$ cat config.mk
export PLATFORM = sky130hd
export DESIGN_NAME = axi_access_filter
export DESIGN_NICKNAME = d
export VERILOG_FILES = /design/src/hw/axi_filter_pkg.sv /design/src/hw/axi_addr_gate.sv /design/src/hw/axi_outstanding_counter.sv /design/src/hw/axi_filter_ctrl.sv /design/src/hw/axi_access_filter.sv
export SDC_FILE = /design/constraint.sdc
export NUM_CORES = 1
export LEC_CHECK = 0
export ABC_AREA = 1
export BUFFER_PORTS_ARGS = -buffer_cell sky130_fd_sc_hd__buf_2
export CELL_PAD_IN_SITES_DETAIL_PLACEMENT = 1
export CELL_PAD_IN_SITES_GLOBAL_PLACEMENT = 1
export CORE_AREA = 2 2 154 156
export DETAILED_ROUTE_END_ITERATION = 16
export DIE_AREA = 0 0 156 158
export PLACE_DENSITY_LB_ADDON = 0.1
export SLEW_MARGIN = 25
export SYNTH_ARGS = -nofsm -noshare
export SYNTH_HDL_FRONTEND = slang
export SYNTH_HIERARCHICAL = 1
export SYNTH_SLANG_ARGS = --single-unit
$ cat constraint.sdc
create_clock -name clk -period 5.9 [get_ports clk]
set_input_delay 0.59 -clock clk [delete_from_list [all_inputs] [get_ports clk]]
set_output_delay 0.59 -clock clk [all_outputs]
set_load 0.02 [all_outputs]
$ cat src/hw/axi_filter_pkg.sv
// AXI access filter definitions
package axi_filter_pkg;

	// ******************************
	// AXI field widths
	// ******************************
	localparam int ID_W    = 4;
	localparam int ADDR_W  = 32;
	localparam int DATA_W  = 32;
	localparam int STRB_W  = DATA_W / 8;
	localparam int LEN_W   = 8;
	localparam int SIZE_W  = 3;
	localparam int BURST_W = 2;
	localparam int RESP_W  = 2;

	// ******************************
	// Memory operation types
	// ******************************
	// Values of the mem_op_type parameter
	localparam int MOT_READ       = 1;
	localparam int MOT_WRITE      = 2;
	localparam int MOT_READ_WRITE = 3;

	// ******************************
	// Outstanding transaction limits
	// ******************************
	localparam int CNT_W = 4;

	// Gate stops accepting new addresses at this count
	localparam logic [CNT_W-1:0] MAX_OUTSTANDING = 4'd15;

	// ******************************
	// Control FSM encoding
	// ******************************
	localparam int ST_W = 2;

	localparam logic [ST_W-1:0] ST_IDLE   = 2'd0;
	localparam logic [ST_W-1:0] ST_ACTIVE = 2'd1;
	localparam logic [ST_W-1:0] ST_DRAIN  = 2'd2;
	localparam logic [ST_W-1:0] ST_OFF    = 2'd3;

endpackage

$ cat src/hw/axi_addr_gate.sv
// AXI address channel gate
`timescale 1ns/1ps

module axi_addr_gate (
	input  logic                                clk,
	input  logic                                rst_n,
	input  logic                                clear,
	input  logic                                allow,
	input  logic                                full,

	// Upstream address channel
	input  logic [axi_filter_pkg::ID_W-1:0]     s_id,
	input  logic [axi_filter_pkg::ADDR_W-1:0]   s_addr,
	input  logic [axi_filter_pkg::LEN_W-1:0]    s_len,
	input  logic [axi_filter_pkg::SIZE_W-1:0]   s_size,
	input  logic [axi_filter_pkg::BURST_W-1:0]  s_burst,
	input  logic                                s_valid,
	output logic                                s_ready,

	// Downstream address channel
	output logic [axi_filter_pkg::ID_W-1:0]     m_id,
	output logic [axi_filter_pkg::ADDR_W-1:0]   m_addr,
	output logic [axi_filter_pkg::LEN_W-1:0]    m_len,
	output logic [axi_filter_pkg::SIZE_W-1:0]   m_size,
	output logic [axi_filter_pkg::BURST_W-1:0]  m_burst,
	output logic                                m_valid,
	input  logic                                m_ready,

	output logic                                accept
);

	logic draining;

	// Buffer slot frees up when the held beat leaves this cycle
	assign draining = m_valid && m_ready;

	// New beat only while allowed, below the limit, and with room
	assign s_ready = allow && !full && (!m_valid || draining);
	assign accept  = s_valid && s_ready;

	// ******************************
	// Holding register
	// ******************************
	always_ff @(posedge clk) begin
		if (!rst_n) begin
			m_valid <= 1'b0;
		end else if (clear) begin
			m_valid <= 1'b0;
		end else if (accept) begin
			m_valid <= 1'b1;
		end else if (draining) begin
			m_valid <= 1'b0;
		end
	end

	// Payload follows the upstream beat on transfer
	always_ff @(posedge clk) begin
		if (accept) begin
			m_id    <= s_id;
			m_addr  <= s_addr;
			m_len   <= s_len;
			m_size  <= s_size;
			m_burst <= s_burst;
		end
	end

endmodule

$ cat src/hw/axi_outstanding_counter.sv
// Outstanding transaction counter
`timescale 1ns/1ps

module axi_outstanding_counter (
	input  logic clk,
	input  logic rst_n,
	input  logic clear,
	input  logic accept,
	input  logic done,
	output logic full,
	output logic idle
);

	logic [axi_filter_pkg::CNT_W-1:0] count;

	// ******************************
	// Up/down count
	// ******************************
	// Accept and done together cancel out
	// A response with nothing outstanding is ignored, so no wrap below zero
	always_ff @(posedge clk) begin
		if (!rst_n) begin
			count <= '0;
		end else if (clear) begin
			count <= '0;
		end else if (accept && !done && !full) begin
			count <= count + 1'b1;
		end else if (done && !accept && !idle) begin
			count <= count - 1'b1;
		end
	end

	assign full = (count == axi_filter_pkg::MAX_OUTSTANDING);
	assign idle = (count == '0);

endmodule

$ cat src/hw/axi_filter_ctrl.sv
// Access filter control FSM
`timescale 1ns/1ps

module axi_filter_ctrl #(
	parameter int mem_op_type = axi_filter_pkg::MOT_READ_WRITE
) (
	input  logic clk,
	input  logic rst_n,
	input  logic clear,
	input  logic en,
	input  logic rd_idle,
	input  logic wr_idle,
	output logic rd_allow,
	output logic wr_allow,
	output logic drained
);

	logic [axi_filter_pkg::ST_W-1:0] state;
	logic [axi_filter_pkg::ST_W-1:0] state_next;
	logic                            rd_ok;
	logic                            wr_ok;

	// Directions permitted by the operation type
	assign rd_ok = (mem_op_type == axi_filter_pkg::MOT_READ) ||
		(mem_op_type == axi_filter_pkg::MOT_READ_WRITE);
	assign wr_ok = (mem_op_type == axi_filter_pkg::MOT_WRITE) ||
		(mem_op_type == axi_filter_pkg::MOT_READ_WRITE);

	// ******************************
	// Next state
	// ******************************
	always_comb begin
		state_next = state;
		case (state)
			axi_filter_pkg::ST_IDLE: begin
				if (en) begin
					state_next = axi_filter_pkg::ST_ACTIVE;
				end
			end
			axi_filter_pkg::ST_ACTIVE: begin
				if (!en) begin
					state_next = axi_filter_pkg::ST_DRAIN;
				end
			end
			// Wait for every accepted transaction to be answered
			axi_filter_pkg::ST_DRAIN: begin
				if (rd_idle && wr_idle) begin
					state_next = axi_filter_pkg::ST_OFF;
				end
			end
			axi_filter_pkg::ST_OFF: begin
				if (en) begin
					state_next = axi_filter_pkg::ST_ACTIVE;
				end
			end
			default: begin
				state_next = axi_filter_pkg::ST_IDLE;
			end
		endcase
	end

	// ******************************
	// State and drained flag
	// ******************************
	always_ff @(posedge clk) begin
		if (!rst_n) begin
			state   <= axi_filter_pkg::ST_IDLE;
			drained <= 1'b0;
		end else if (clear) begin
			state   <= axi_filter_pkg::ST_IDLE;
			drained <= 1'b0;
		end else begin
			state   <= state_next;
			// Rises with entry to OFF, or one cycle into IDLE
			drained <= (state_next == axi_filter_pkg::ST_OFF) ||
				((state == axi_filter_pkg::ST_IDLE) && (state_next == axi_filter_pkg::ST_IDLE));
		end
	end

	assign rd_allow = (state == axi_filter_pkg::ST_ACTIVE) && rd_ok;
	assign wr_allow = (state == axi_filter_pkg::ST_ACTIVE) && wr_ok;

endmodule

$ cat src/hw/axi_access_filter.sv
// AXI access filter top level
`timescale 1ns/1ps

module axi_access_filter #(
	parameter int mem_op_type = axi_filter_pkg::MOT_READ_WRITE
) (
	input  logic                                clk,
	input  logic                                rst_n,
	input  logic                                clear,
	input  logic                                en,
	output logic                                drained,

	// Upstream read address
	input  logic [axi_filter_pkg::ID_W-1:0]     s_arid,
	input  logic [axi_filter_pkg::ADDR_W-1:0]   s_araddr,
	input  logic [axi_filter_pkg::LEN_W-1:0]    s_arlen,
	input  logic [axi_filter_pkg::SIZE_W-1:0]   s_arsize,
	input  logic [axi_filter_pkg::BURST_W-1:0]  s_arburst,
	input  logic                                s_arvalid,
	output logic                                s_arready,

	// Upstream read data
	output logic [axi_filter_pkg::ID_W-1:0]     s_rid,
	output logic [axi_filter_pkg::DATA_W-1:0]   s_rdata,
	output logic [axi_filter_pkg::RESP_W-1:0]   s_rresp,
	output logic                                s_rlast,
	output logic                                s_rvalid,
	input  logic                                s_rready,

	// Upstream write address
	input  logic [axi_filter_pkg::ID_W-1:0]     s_awid,
	input  logic [axi_filter_pkg::ADDR_W-1:0]   s_awaddr,
	input  logic [axi_filter_pkg::LEN_W-1:0]    s_awlen,
	input  logic [axi_filter_pkg::SIZE_W-1:0]   s_awsize,
	input  logic [axi_filter_pkg::BURST_W-1:0]  s_awburst,
	input  logic                                s_awvalid,
	output logic                                s_awready,

	// Upstream write data
	input  logic [axi_filter_pkg::ID_W-1:0]     s_wid,
	input  logic [axi_filter_pkg::DATA_W-1:0]   s_wdata,
	input  logic [axi_filter_pkg::STRB_W-1:0]   s_wstrb,
	input  logic                                s_wlast,
	input  logic                                s_wvalid,
	output logic                                s_wready,

	// Upstream write response
	output logic [axi_filter_pkg::ID_W-1:0]     s_bid,
	output logic [axi_filter_pkg::RESP_W-1:0]   s_bresp,
	output logic                                s_bvalid,
	input  logic                                s_bready,

	// Downstream read address
	output logic [axi_filter_pkg::ID_W-1:0]     m_arid,
	output logic [axi_filter_pkg::ADDR_W-1:0]   m_araddr,
	output logic [axi_filter_pkg::LEN_W-1:0]    m_arlen,
	output logic [axi_filter_pkg::SIZE_W-1:0]   m_arsize,
	output logic [axi_filter_pkg::BURST_W-1:0]  m_arburst,
	output logic                                m_arvalid,
	input  logic                                m_arready,

	// Downstream read data
	input  logic [axi_filter_pkg::ID_W-1:0]     m_rid,
	input  logic [axi_filter_pkg::DATA_W-1:0]   m_rdata,
	input  logic [axi_filter_pkg::RESP_W-1:0]   m_rresp,
	input  logic                                m_rlast,
	input  logic                                m_rvalid,
	output logic                                m_rready,

	// Downstream write address
	output logic [axi_filter_pkg::ID_W-1:0]     m_awid,
	output logic [axi_filter_pkg::ADDR_W-1:0]   m_awaddr,
	output logic [axi_filter_pkg::LEN_W-1:0]    m_awlen,
	output logic [axi_filter_pkg::SIZE_W-1:0]   m_awsize,
	output logic [axi_filter_pkg::BURST_W-1:0]  m_awburst,
	output logic                                m_awvalid,
	input  logic                                m_awready,

	// Downstream write data
	output logic [axi_filter_pkg::ID_W-1:0]     m_wid,
	output logic [axi_filter_pkg::DATA_W-1:0]   m_wdata,
	output logic [axi_filter_pkg::STRB_W-1:0]   m_wstrb,
	output logic                                m_wlast,
	output logic                                m_wvalid,
	input  logic                                m_wready,

	// Downstream write response
	input  logic [axi_filter_pkg::ID_W-1:0]     m_bid,
	input  logic [axi_filter_pkg::RESP_W-1:0]   m_bresp,
	input  logic                                m_bvalid,
	output logic                                m_bready
);

	logic rd_allow;
	logic wr_allow;
	logic ar_accept;
	logic aw_accept;
	logic rd_full;
	logic wr_full;
	logic rd_idle;
	logic wr_idle;
	logic rd_done;
	logic wr_done;

	// ******************************
	// Control
	// ******************************
	axi_filter_ctrl #(
		.mem_op_type(mem_op_type)
	) i_ctrl (
		.clk     (clk),
		.rst_n   (rst_n),
		.clear   (clear),
		.en      (en),
		.rd_idle (rd_idle),
		.wr_idle (wr_idle),
		.rd_allow(rd_allow),
		.wr_allow(wr_allow),
		.drained (drained)
	);

	// ******************************
	// Read direction
	// ******************************
	axi_addr_gate i_ar_gate (
		.clk    (clk),
		.rst_n  (rst_n),
		.clear  (clear),
		.allow  (rd_allow),
		.full   (rd_full),
		.s_id   (s_arid),
		.s_addr (s_araddr),
		.s_len  (s_arlen),
		.s_size (s_arsize),
		.s_burst(s_arburst),
		.s_valid(s_arvalid),
		.s_ready(s_arready),
		.m_id   (m_arid),
		.m_addr (m_araddr),
		.m_len  (m_arlen),
		.m_size (m_arsize),
		.m_burst(m_arburst),
		.m_valid(m_arvalid),
		.m_ready(m_arready),
		.accept (ar_accept)
	);

	// A read completes with its last data beat
	assign rd_done = m_rvalid && m_rready && m_rlast;

	axi_outstanding_counter i_rd_cnt (
		.clk   (clk),
		.rst_n (rst_n),
		.clear (clear),
		.accept(ar_accept),
		.done  (rd_done),
		.full  (rd_full),
		.idle  (rd_idle)
	);

	assign s_rid    = m_rid;
	assign s_rdata  = m_rdata;
	assign s_rresp  = m_rresp;
	assign s_rlast  = m_rlast;
	assign s_rvalid = m_rvalid;
	assign m_rready = s_rready;

	// ******************************
	// Write direction
	// ******************************
	axi_addr_gate i_aw_gate (
		.clk    (clk),
		.rst_n  (rst_n),
		.clear  (clear),
		.allow  (wr_allow),
		.full   (wr_full),
		.s_id   (s_awid),
		.s_addr (s_awaddr),
		.s_len  (s_awlen),
		.s_size (s_awsize),
		.s_burst(s_awburst),
		.s_valid(s_awvalid),
		.s_ready(s_awready),
		.m_id   (m_awid),
		.m_addr (m_awaddr),
		.m_len  (m_awlen),
		.m_size (m_awsize),
		.m_burst(m_awburst),
		.m_valid(m_awvalid),
		.m_ready(m_awready),
		.accept (aw_accept)
	);

	// A write completes with its B handshake
	assign wr_done = m_bvalid && m_bready;

	axi_outstanding_counter i_wr_cnt (
		.clk   (clk),
		.rst_n (rst_n),
		.clear (clear),
		.accept(aw_accept),
		.done  (wr_done),
		.full  (wr_full),
		.idle  (wr_idle)
	);

	// W and B pass straight through
	assign m_wid    = s_wid;
	assign m_wdata  = s_wdata;
	assign m_wstrb  = s_wstrb;
	assign m_wlast  = s_wlast;
	assign m_wvalid = s_wvalid;
	assign s_wready = m_wready;

	assign s_bid    = m_bid;
	assign s_bresp  = m_bresp;
	assign s_bvalid = m_bvalid;
	assign m_bready = s_bready;

endmodule

==> out/results.md <==
## Status
• **run status** complete, no violations

## Die
• **Die X-Extent** 156 um
• **Die ar.** 0.0246 mm^2
• **I/O pins** 393
• **Floorplan Core Area** 0.0231 mm^2
• **initial cell density of the core** 20.4%
• **height of the chip** 158 um
• **number of rows created at floorplan** 56

## Cells and area
• **# fillers** 2583
• **area of the multi-input gates** 722 um^2
• **final core occ** 25.0%
• **n_diodes** 0
• **final design area excluding fillers** 0.00577 mm^2
• **fraction of final layout cells with drive strength greater than 1** 53.0%
• **Post-layout nets** 694
• **area added between synthesis and finish** 22.5%
• **sequential cell area** 0.00320 mm^2

## Routing
• **total length of routed wires** 13900 um
• **via/cell ratio** 3.71
• **Wirelength per Cell** 17.8 um
• **TritonRoute pass-1 iters** 4
• **Starting DRT DRC Count** 124
• **DR vias** 2903
• **Antenna Nets Post-Route** 0
• **drc violations** 0

## Timing
• **count of endpoints failing hold in the final timing report** 0
• **Tmin final** 2950 ps
• **worst clock skew** 8.60 ps
• **setup repair after global routing missed its margin** no
• **number of pins with negative max-slew slack in the final report** 0
• **final critical-path share of the clock period** 50.0%
• **# setup viols final** 0
• **maximum clock frequency** 339 MHz
• **tightest slew margin relative to the limit** 53.2%
• **Hold Worst Slack** 408 ps
• **actual slew at the worst max-slew pin** 702 ps
• **accumulated negative setup slack** 0 ps

## Worst setup path
• **Crit. End Element** flip-flop
• **Critical Path Fanout Max** 52
• **worst r2r dst** i_rd_cnt/count[3]$_SDFFE_PP0P_
• **beginning of the worst register-to-register path** i_ctrl/state[1]$_SDFF_PP0_
• **sort of element at the start of the critical path** flip-flop
• **worst reg2reg setup slack** 2950 ps
• **Critical Path RT** 6150 ps
• **Worst Path Class, Setup** reg -> reg
• **arrival time of the worst setup path** 3200 ps
• **count of cells along the worst register-to-register path** 16

## Clocking
• **maximum level of the CTS H-tree** 3
• **buffer count from post-CTS setup fixing** 0
• **source-to-sink clock delay at the later pin of the worst-skew pair** 350 ps
• **number of cells upsized or downsized after cts** 0
• **TritonCTS clock tree** yes
• **clock slew at the register clock pins of the worst setup and hold paths** 80 ps
• **clk sinks** 111
• **number of buffers on the longest clock path** 2
• **total clock buffers created by CTS** 9
• **cts hold-fix bufs** 0
• **clock root buffer** sky130_fd_sc_hd__clkbuf_16

## Synth
• **sequential fraction of the synthesis area** 68.0%
• **Net Count, Synth** 556
• **number of distinct standard cells referenced by the synthesized netlist** 25
• **number of warning messages in the yosys log** 6
• **per-instance average area after synthesis** 13.5 um^2
• **total standard cell area after synthesis** 0.00471 mm^2
• **Post-Synthesis Cells** 349
• **synthesized flop and latch total** 111

## GRT
• **initial antenna violation count** 0
• **Total Routing Usage GR** 10.8%
• **maximum number of pins on one net before global-route repair** 53
• **via count of the first global-routing pass** 3153
• **Overflow after GRT** 0
• **first-pass GRT wire length** 19300 um

## Power
• **Total Power** 0.00161 W
• **power density normalized to cell area** 279 mW/mm^2
• **Leakage Power** 2.36 nW
• **worst ir drop on vdd** 0.0964 mV

## Flow run
• **total of max-cap violations** 0

## Placed design
• **count of port buffers added during placement** 218
• **detailed placer's ending HPWL** 11100 um
• **GPL Wtd Cong** 0.715
• **placed cell areas** 0.00550 mm^2

## Hold path
• **Hold Path Stages** 1
• **launch instance of the worst min-delay path** s_awid[1]
• **hold-critical path endpoint** i_aw_gate/m_id[1]$_DFFE_PP_
• **worst hold path type** in -> reg

cell type report:
| class | instances | share of cell area (%) |
|---|---|---|
| inverter | 27 | 1.76 |
| timing repair buffer | 220 | 19.2 |
| clock buffer | 11 | 4.03 |
| sequential | 111 | 55.5 |
| clock inverter | 5 | 0.737 |
| multi-input combinational | 118 | 12.5 |
| tap | 290 | 6.29 |
where the power goes:
group          switching, W  total [W]  internal, W
clock network      0.000296   0.000587     0.000291
logic             0.0000832   0.000137    0.0000542
registers        0.00000706   0.000886     0.000879
cells by family (layout without fill, tap and decap cells):
| kind of cell | after synthesis | after routing | share of synthesized area [%] |
|---|---|---|---|
| buffers and inverters | 120 | 263 | 17.0 |
| AO/OA/AOI/OAI | 16 | 16 | 2.71 |
| AND/OR/NAND/NOR | 91 | 91 | 9.27 |
| flip-flops | 111 | 111 | 68.0 |
| adder cells (fa/ha/maj) | 9 | 9 | 2.71 |
| XOR/XNOR | 2 | 2 | 0.372 |
state kept, by name (all words and copies together) (netlist names), 2 cells and up:
register / cells
i_aw_gate/m_addr: 32
i_wr_cnt/count: 4
i_ar_gate/m_len: 8
i_ar_gate/m_burst: 2
i_rd_cnt/count: 4
i_ar_gate/m_size: 3
i_ar_gate/m_addr: 32
i_aw_gate/m_size: 3
i_ctrl/state: 2
i_ar_gate/m_id: 4
i_aw_gate/m_id: 4
i_aw_gate/m_burst: 2
i_aw_gate/m_len: 8
synth_stat cells:
cell | number | area [um^2]
sky130_fd_sc_hd__nor2_2 | 10 | 62.6
sky130_fd_sc_hd__or2_1 | 1 | 6.26
sky130_fd_sc_hd__buf_4 | 93 | 698
sky130_fd_sc_hd__inv_2 | 2 | 7.51
sky130_fd_sc_hd__a21oi_1 | 6 | 30.0
sky130_fd_sc_hd__ha_1 | 7 | 87.6
sky130_fd_sc_hd__or2_0 | 1 | 6.26
sky130_fd_sc_hd__nand2_1 | 40 | 150
sky130_fd_sc_hd__xnor2_1 | 2 | 17.5
sky130_fd_sc_hd__inv_1 | 25 | 93.8
sky130_fd_sc_hd__a21oi_2 | 2 | 17.5
sky130_fd_sc_hd__o21bai_1 | 1 | 7.51
sky130_fd_sc_hd__fa_1 | 2 | 40.0
sky130_fd_sc_hd__o21ai_4 | 2 | 32.5
sky130_fd_sc_hd__nand3_2 | 3 | 30.0
sky130_fd_sc_hd__edfxtp_1 | 98 | 2940
sky130_fd_sc_hd__nand2_4 | 2 | 22.5
sky130_fd_sc_hd__nor3b_2 | 2 | 25.0
sky130_fd_sc_hd__nor2_1 | 24 | 90.1
sky130_fd_sc_hd__nand3_1 | 5 | 25.0
sky130_fd_sc_hd__dfxtp_1 | 13 | 260
sky130_fd_sc_hd__o21ai_1 | 3 | 15.0
sky130_fd_sc_hd__nand2_2 | 2 | 12.5
sky130_fd_sc_hd__and3_1 | 1 | 6.26
sky130_fd_sc_hd__a211oi_2 | 2 | 25.0
metrics by stage:
step | std cells | worst slack [ps]
2_1_floorplan | 349 | 1780
3_3_place_gp | 766 | 2960
3_5_place_dp | 766 | 2880
4_1_cts | 782 | 2870
5_1_grt | 782 | 2600
6_report | 782 | 2950
critical path, stage by stage (launching register included):
cell and delay (ps):
sky130_fd_sc_hd__dfxtp_1 340, sky130_fd_sc_hd__inv_1 90, sky130_fd_sc_hd__ha_1 280, sky130_fd_sc_hd__nand2_1 140
sky130_fd_sc_hd__nor3b_4 190, sky130_fd_sc_hd__buf_4 560, sky130_fd_sc_hd__inv_2 60, sky130_fd_sc_hd__nor2_2 140
sky130_fd_sc_hd__o21ai_4 110, sky130_fd_sc_hd__ha_1 340, sky130_fd_sc_hd__or2_0 240, sky130_fd_sc_hd__nand2_1 80
sky130_fd_sc_hd__nand2_1 60, sky130_fd_sc_hd__nand3_2 80, sky130_fd_sc_hd__nand2_1 50, sky130_fd_sc_hd__nand2_1 50
sky130_fd_sc_hd__nor2_1 30
worst max-delay path by stage:
stage | to | startpoint
3_5_place_dp | i_rd_cnt/count[3]$_SDFFE_PP0P_ | i_ctrl/state[1]$_SDFF_PP0_
5_1_grt | i_rd_cnt/count[3]$_SDFFE_PP0P_ | i_ctrl/state[0]$_SDFF_PP0_
6_report | i_rd_cnt/count[3]$_SDFFE_PP0P_ | i_ctrl/state[1]$_SDFF_PP0_
2_1_floorplan | i_wr_cnt/count[3]$_SDFFE_PP0P_ | i_ctrl/state[0]$_SDFF_PP0_
4_1_cts | i_rd_cnt/count[3]$_SDFFE_PP0P_ | i_ctrl/state[0]$_SDFF_PP0_
3_3_place_gp | i_rd_cnt/count[3]$_SDFFE_PP0P_ | i_ctrl/state[0]$_SDFF_PP0_
cells in the final DEF, fill, tap and decap left out, types with 5 or more instances in the layout:
| cell | instances |
|---|---|
| sky130_fd_sc_hd__a21oi_1 | 6 |
| sky130_fd_sc_hd__buf_2 | 218 |
| sky130_fd_sc_hd__clkbuf_16 | 9 |
| sky130_fd_sc_hd__dfxtp_1 | 13 |
| sky130_fd_sc_hd__edfxtp_1 | 98 |
| sky130_fd_sc_hd__ha_1 | 7 |
| sky130_fd_sc_hd__inv_1 | 25 |
| sky130_fd_sc_hd__nand2_1 | 40 |
| sky130_fd_sc_hd__nand3_1 | 5 |
| sky130_fd_sc_hd__nor2_1 | 24 |
| sky130_fd_sc_hd__nor2_2 | 10 |
metal layers:
metal / vias to the layer above / wire (um) / GRT usage (%)
met5: - / 0 / 0
met4: 0 / 418 / 5.94
met3: 43 / 1120 / 3.81
met2: 145 / 7550 / 19.4
met1: 1369 / 4840 / 11.0
li1: 1346 / - / -
Power figures use the tool's default switching activity.
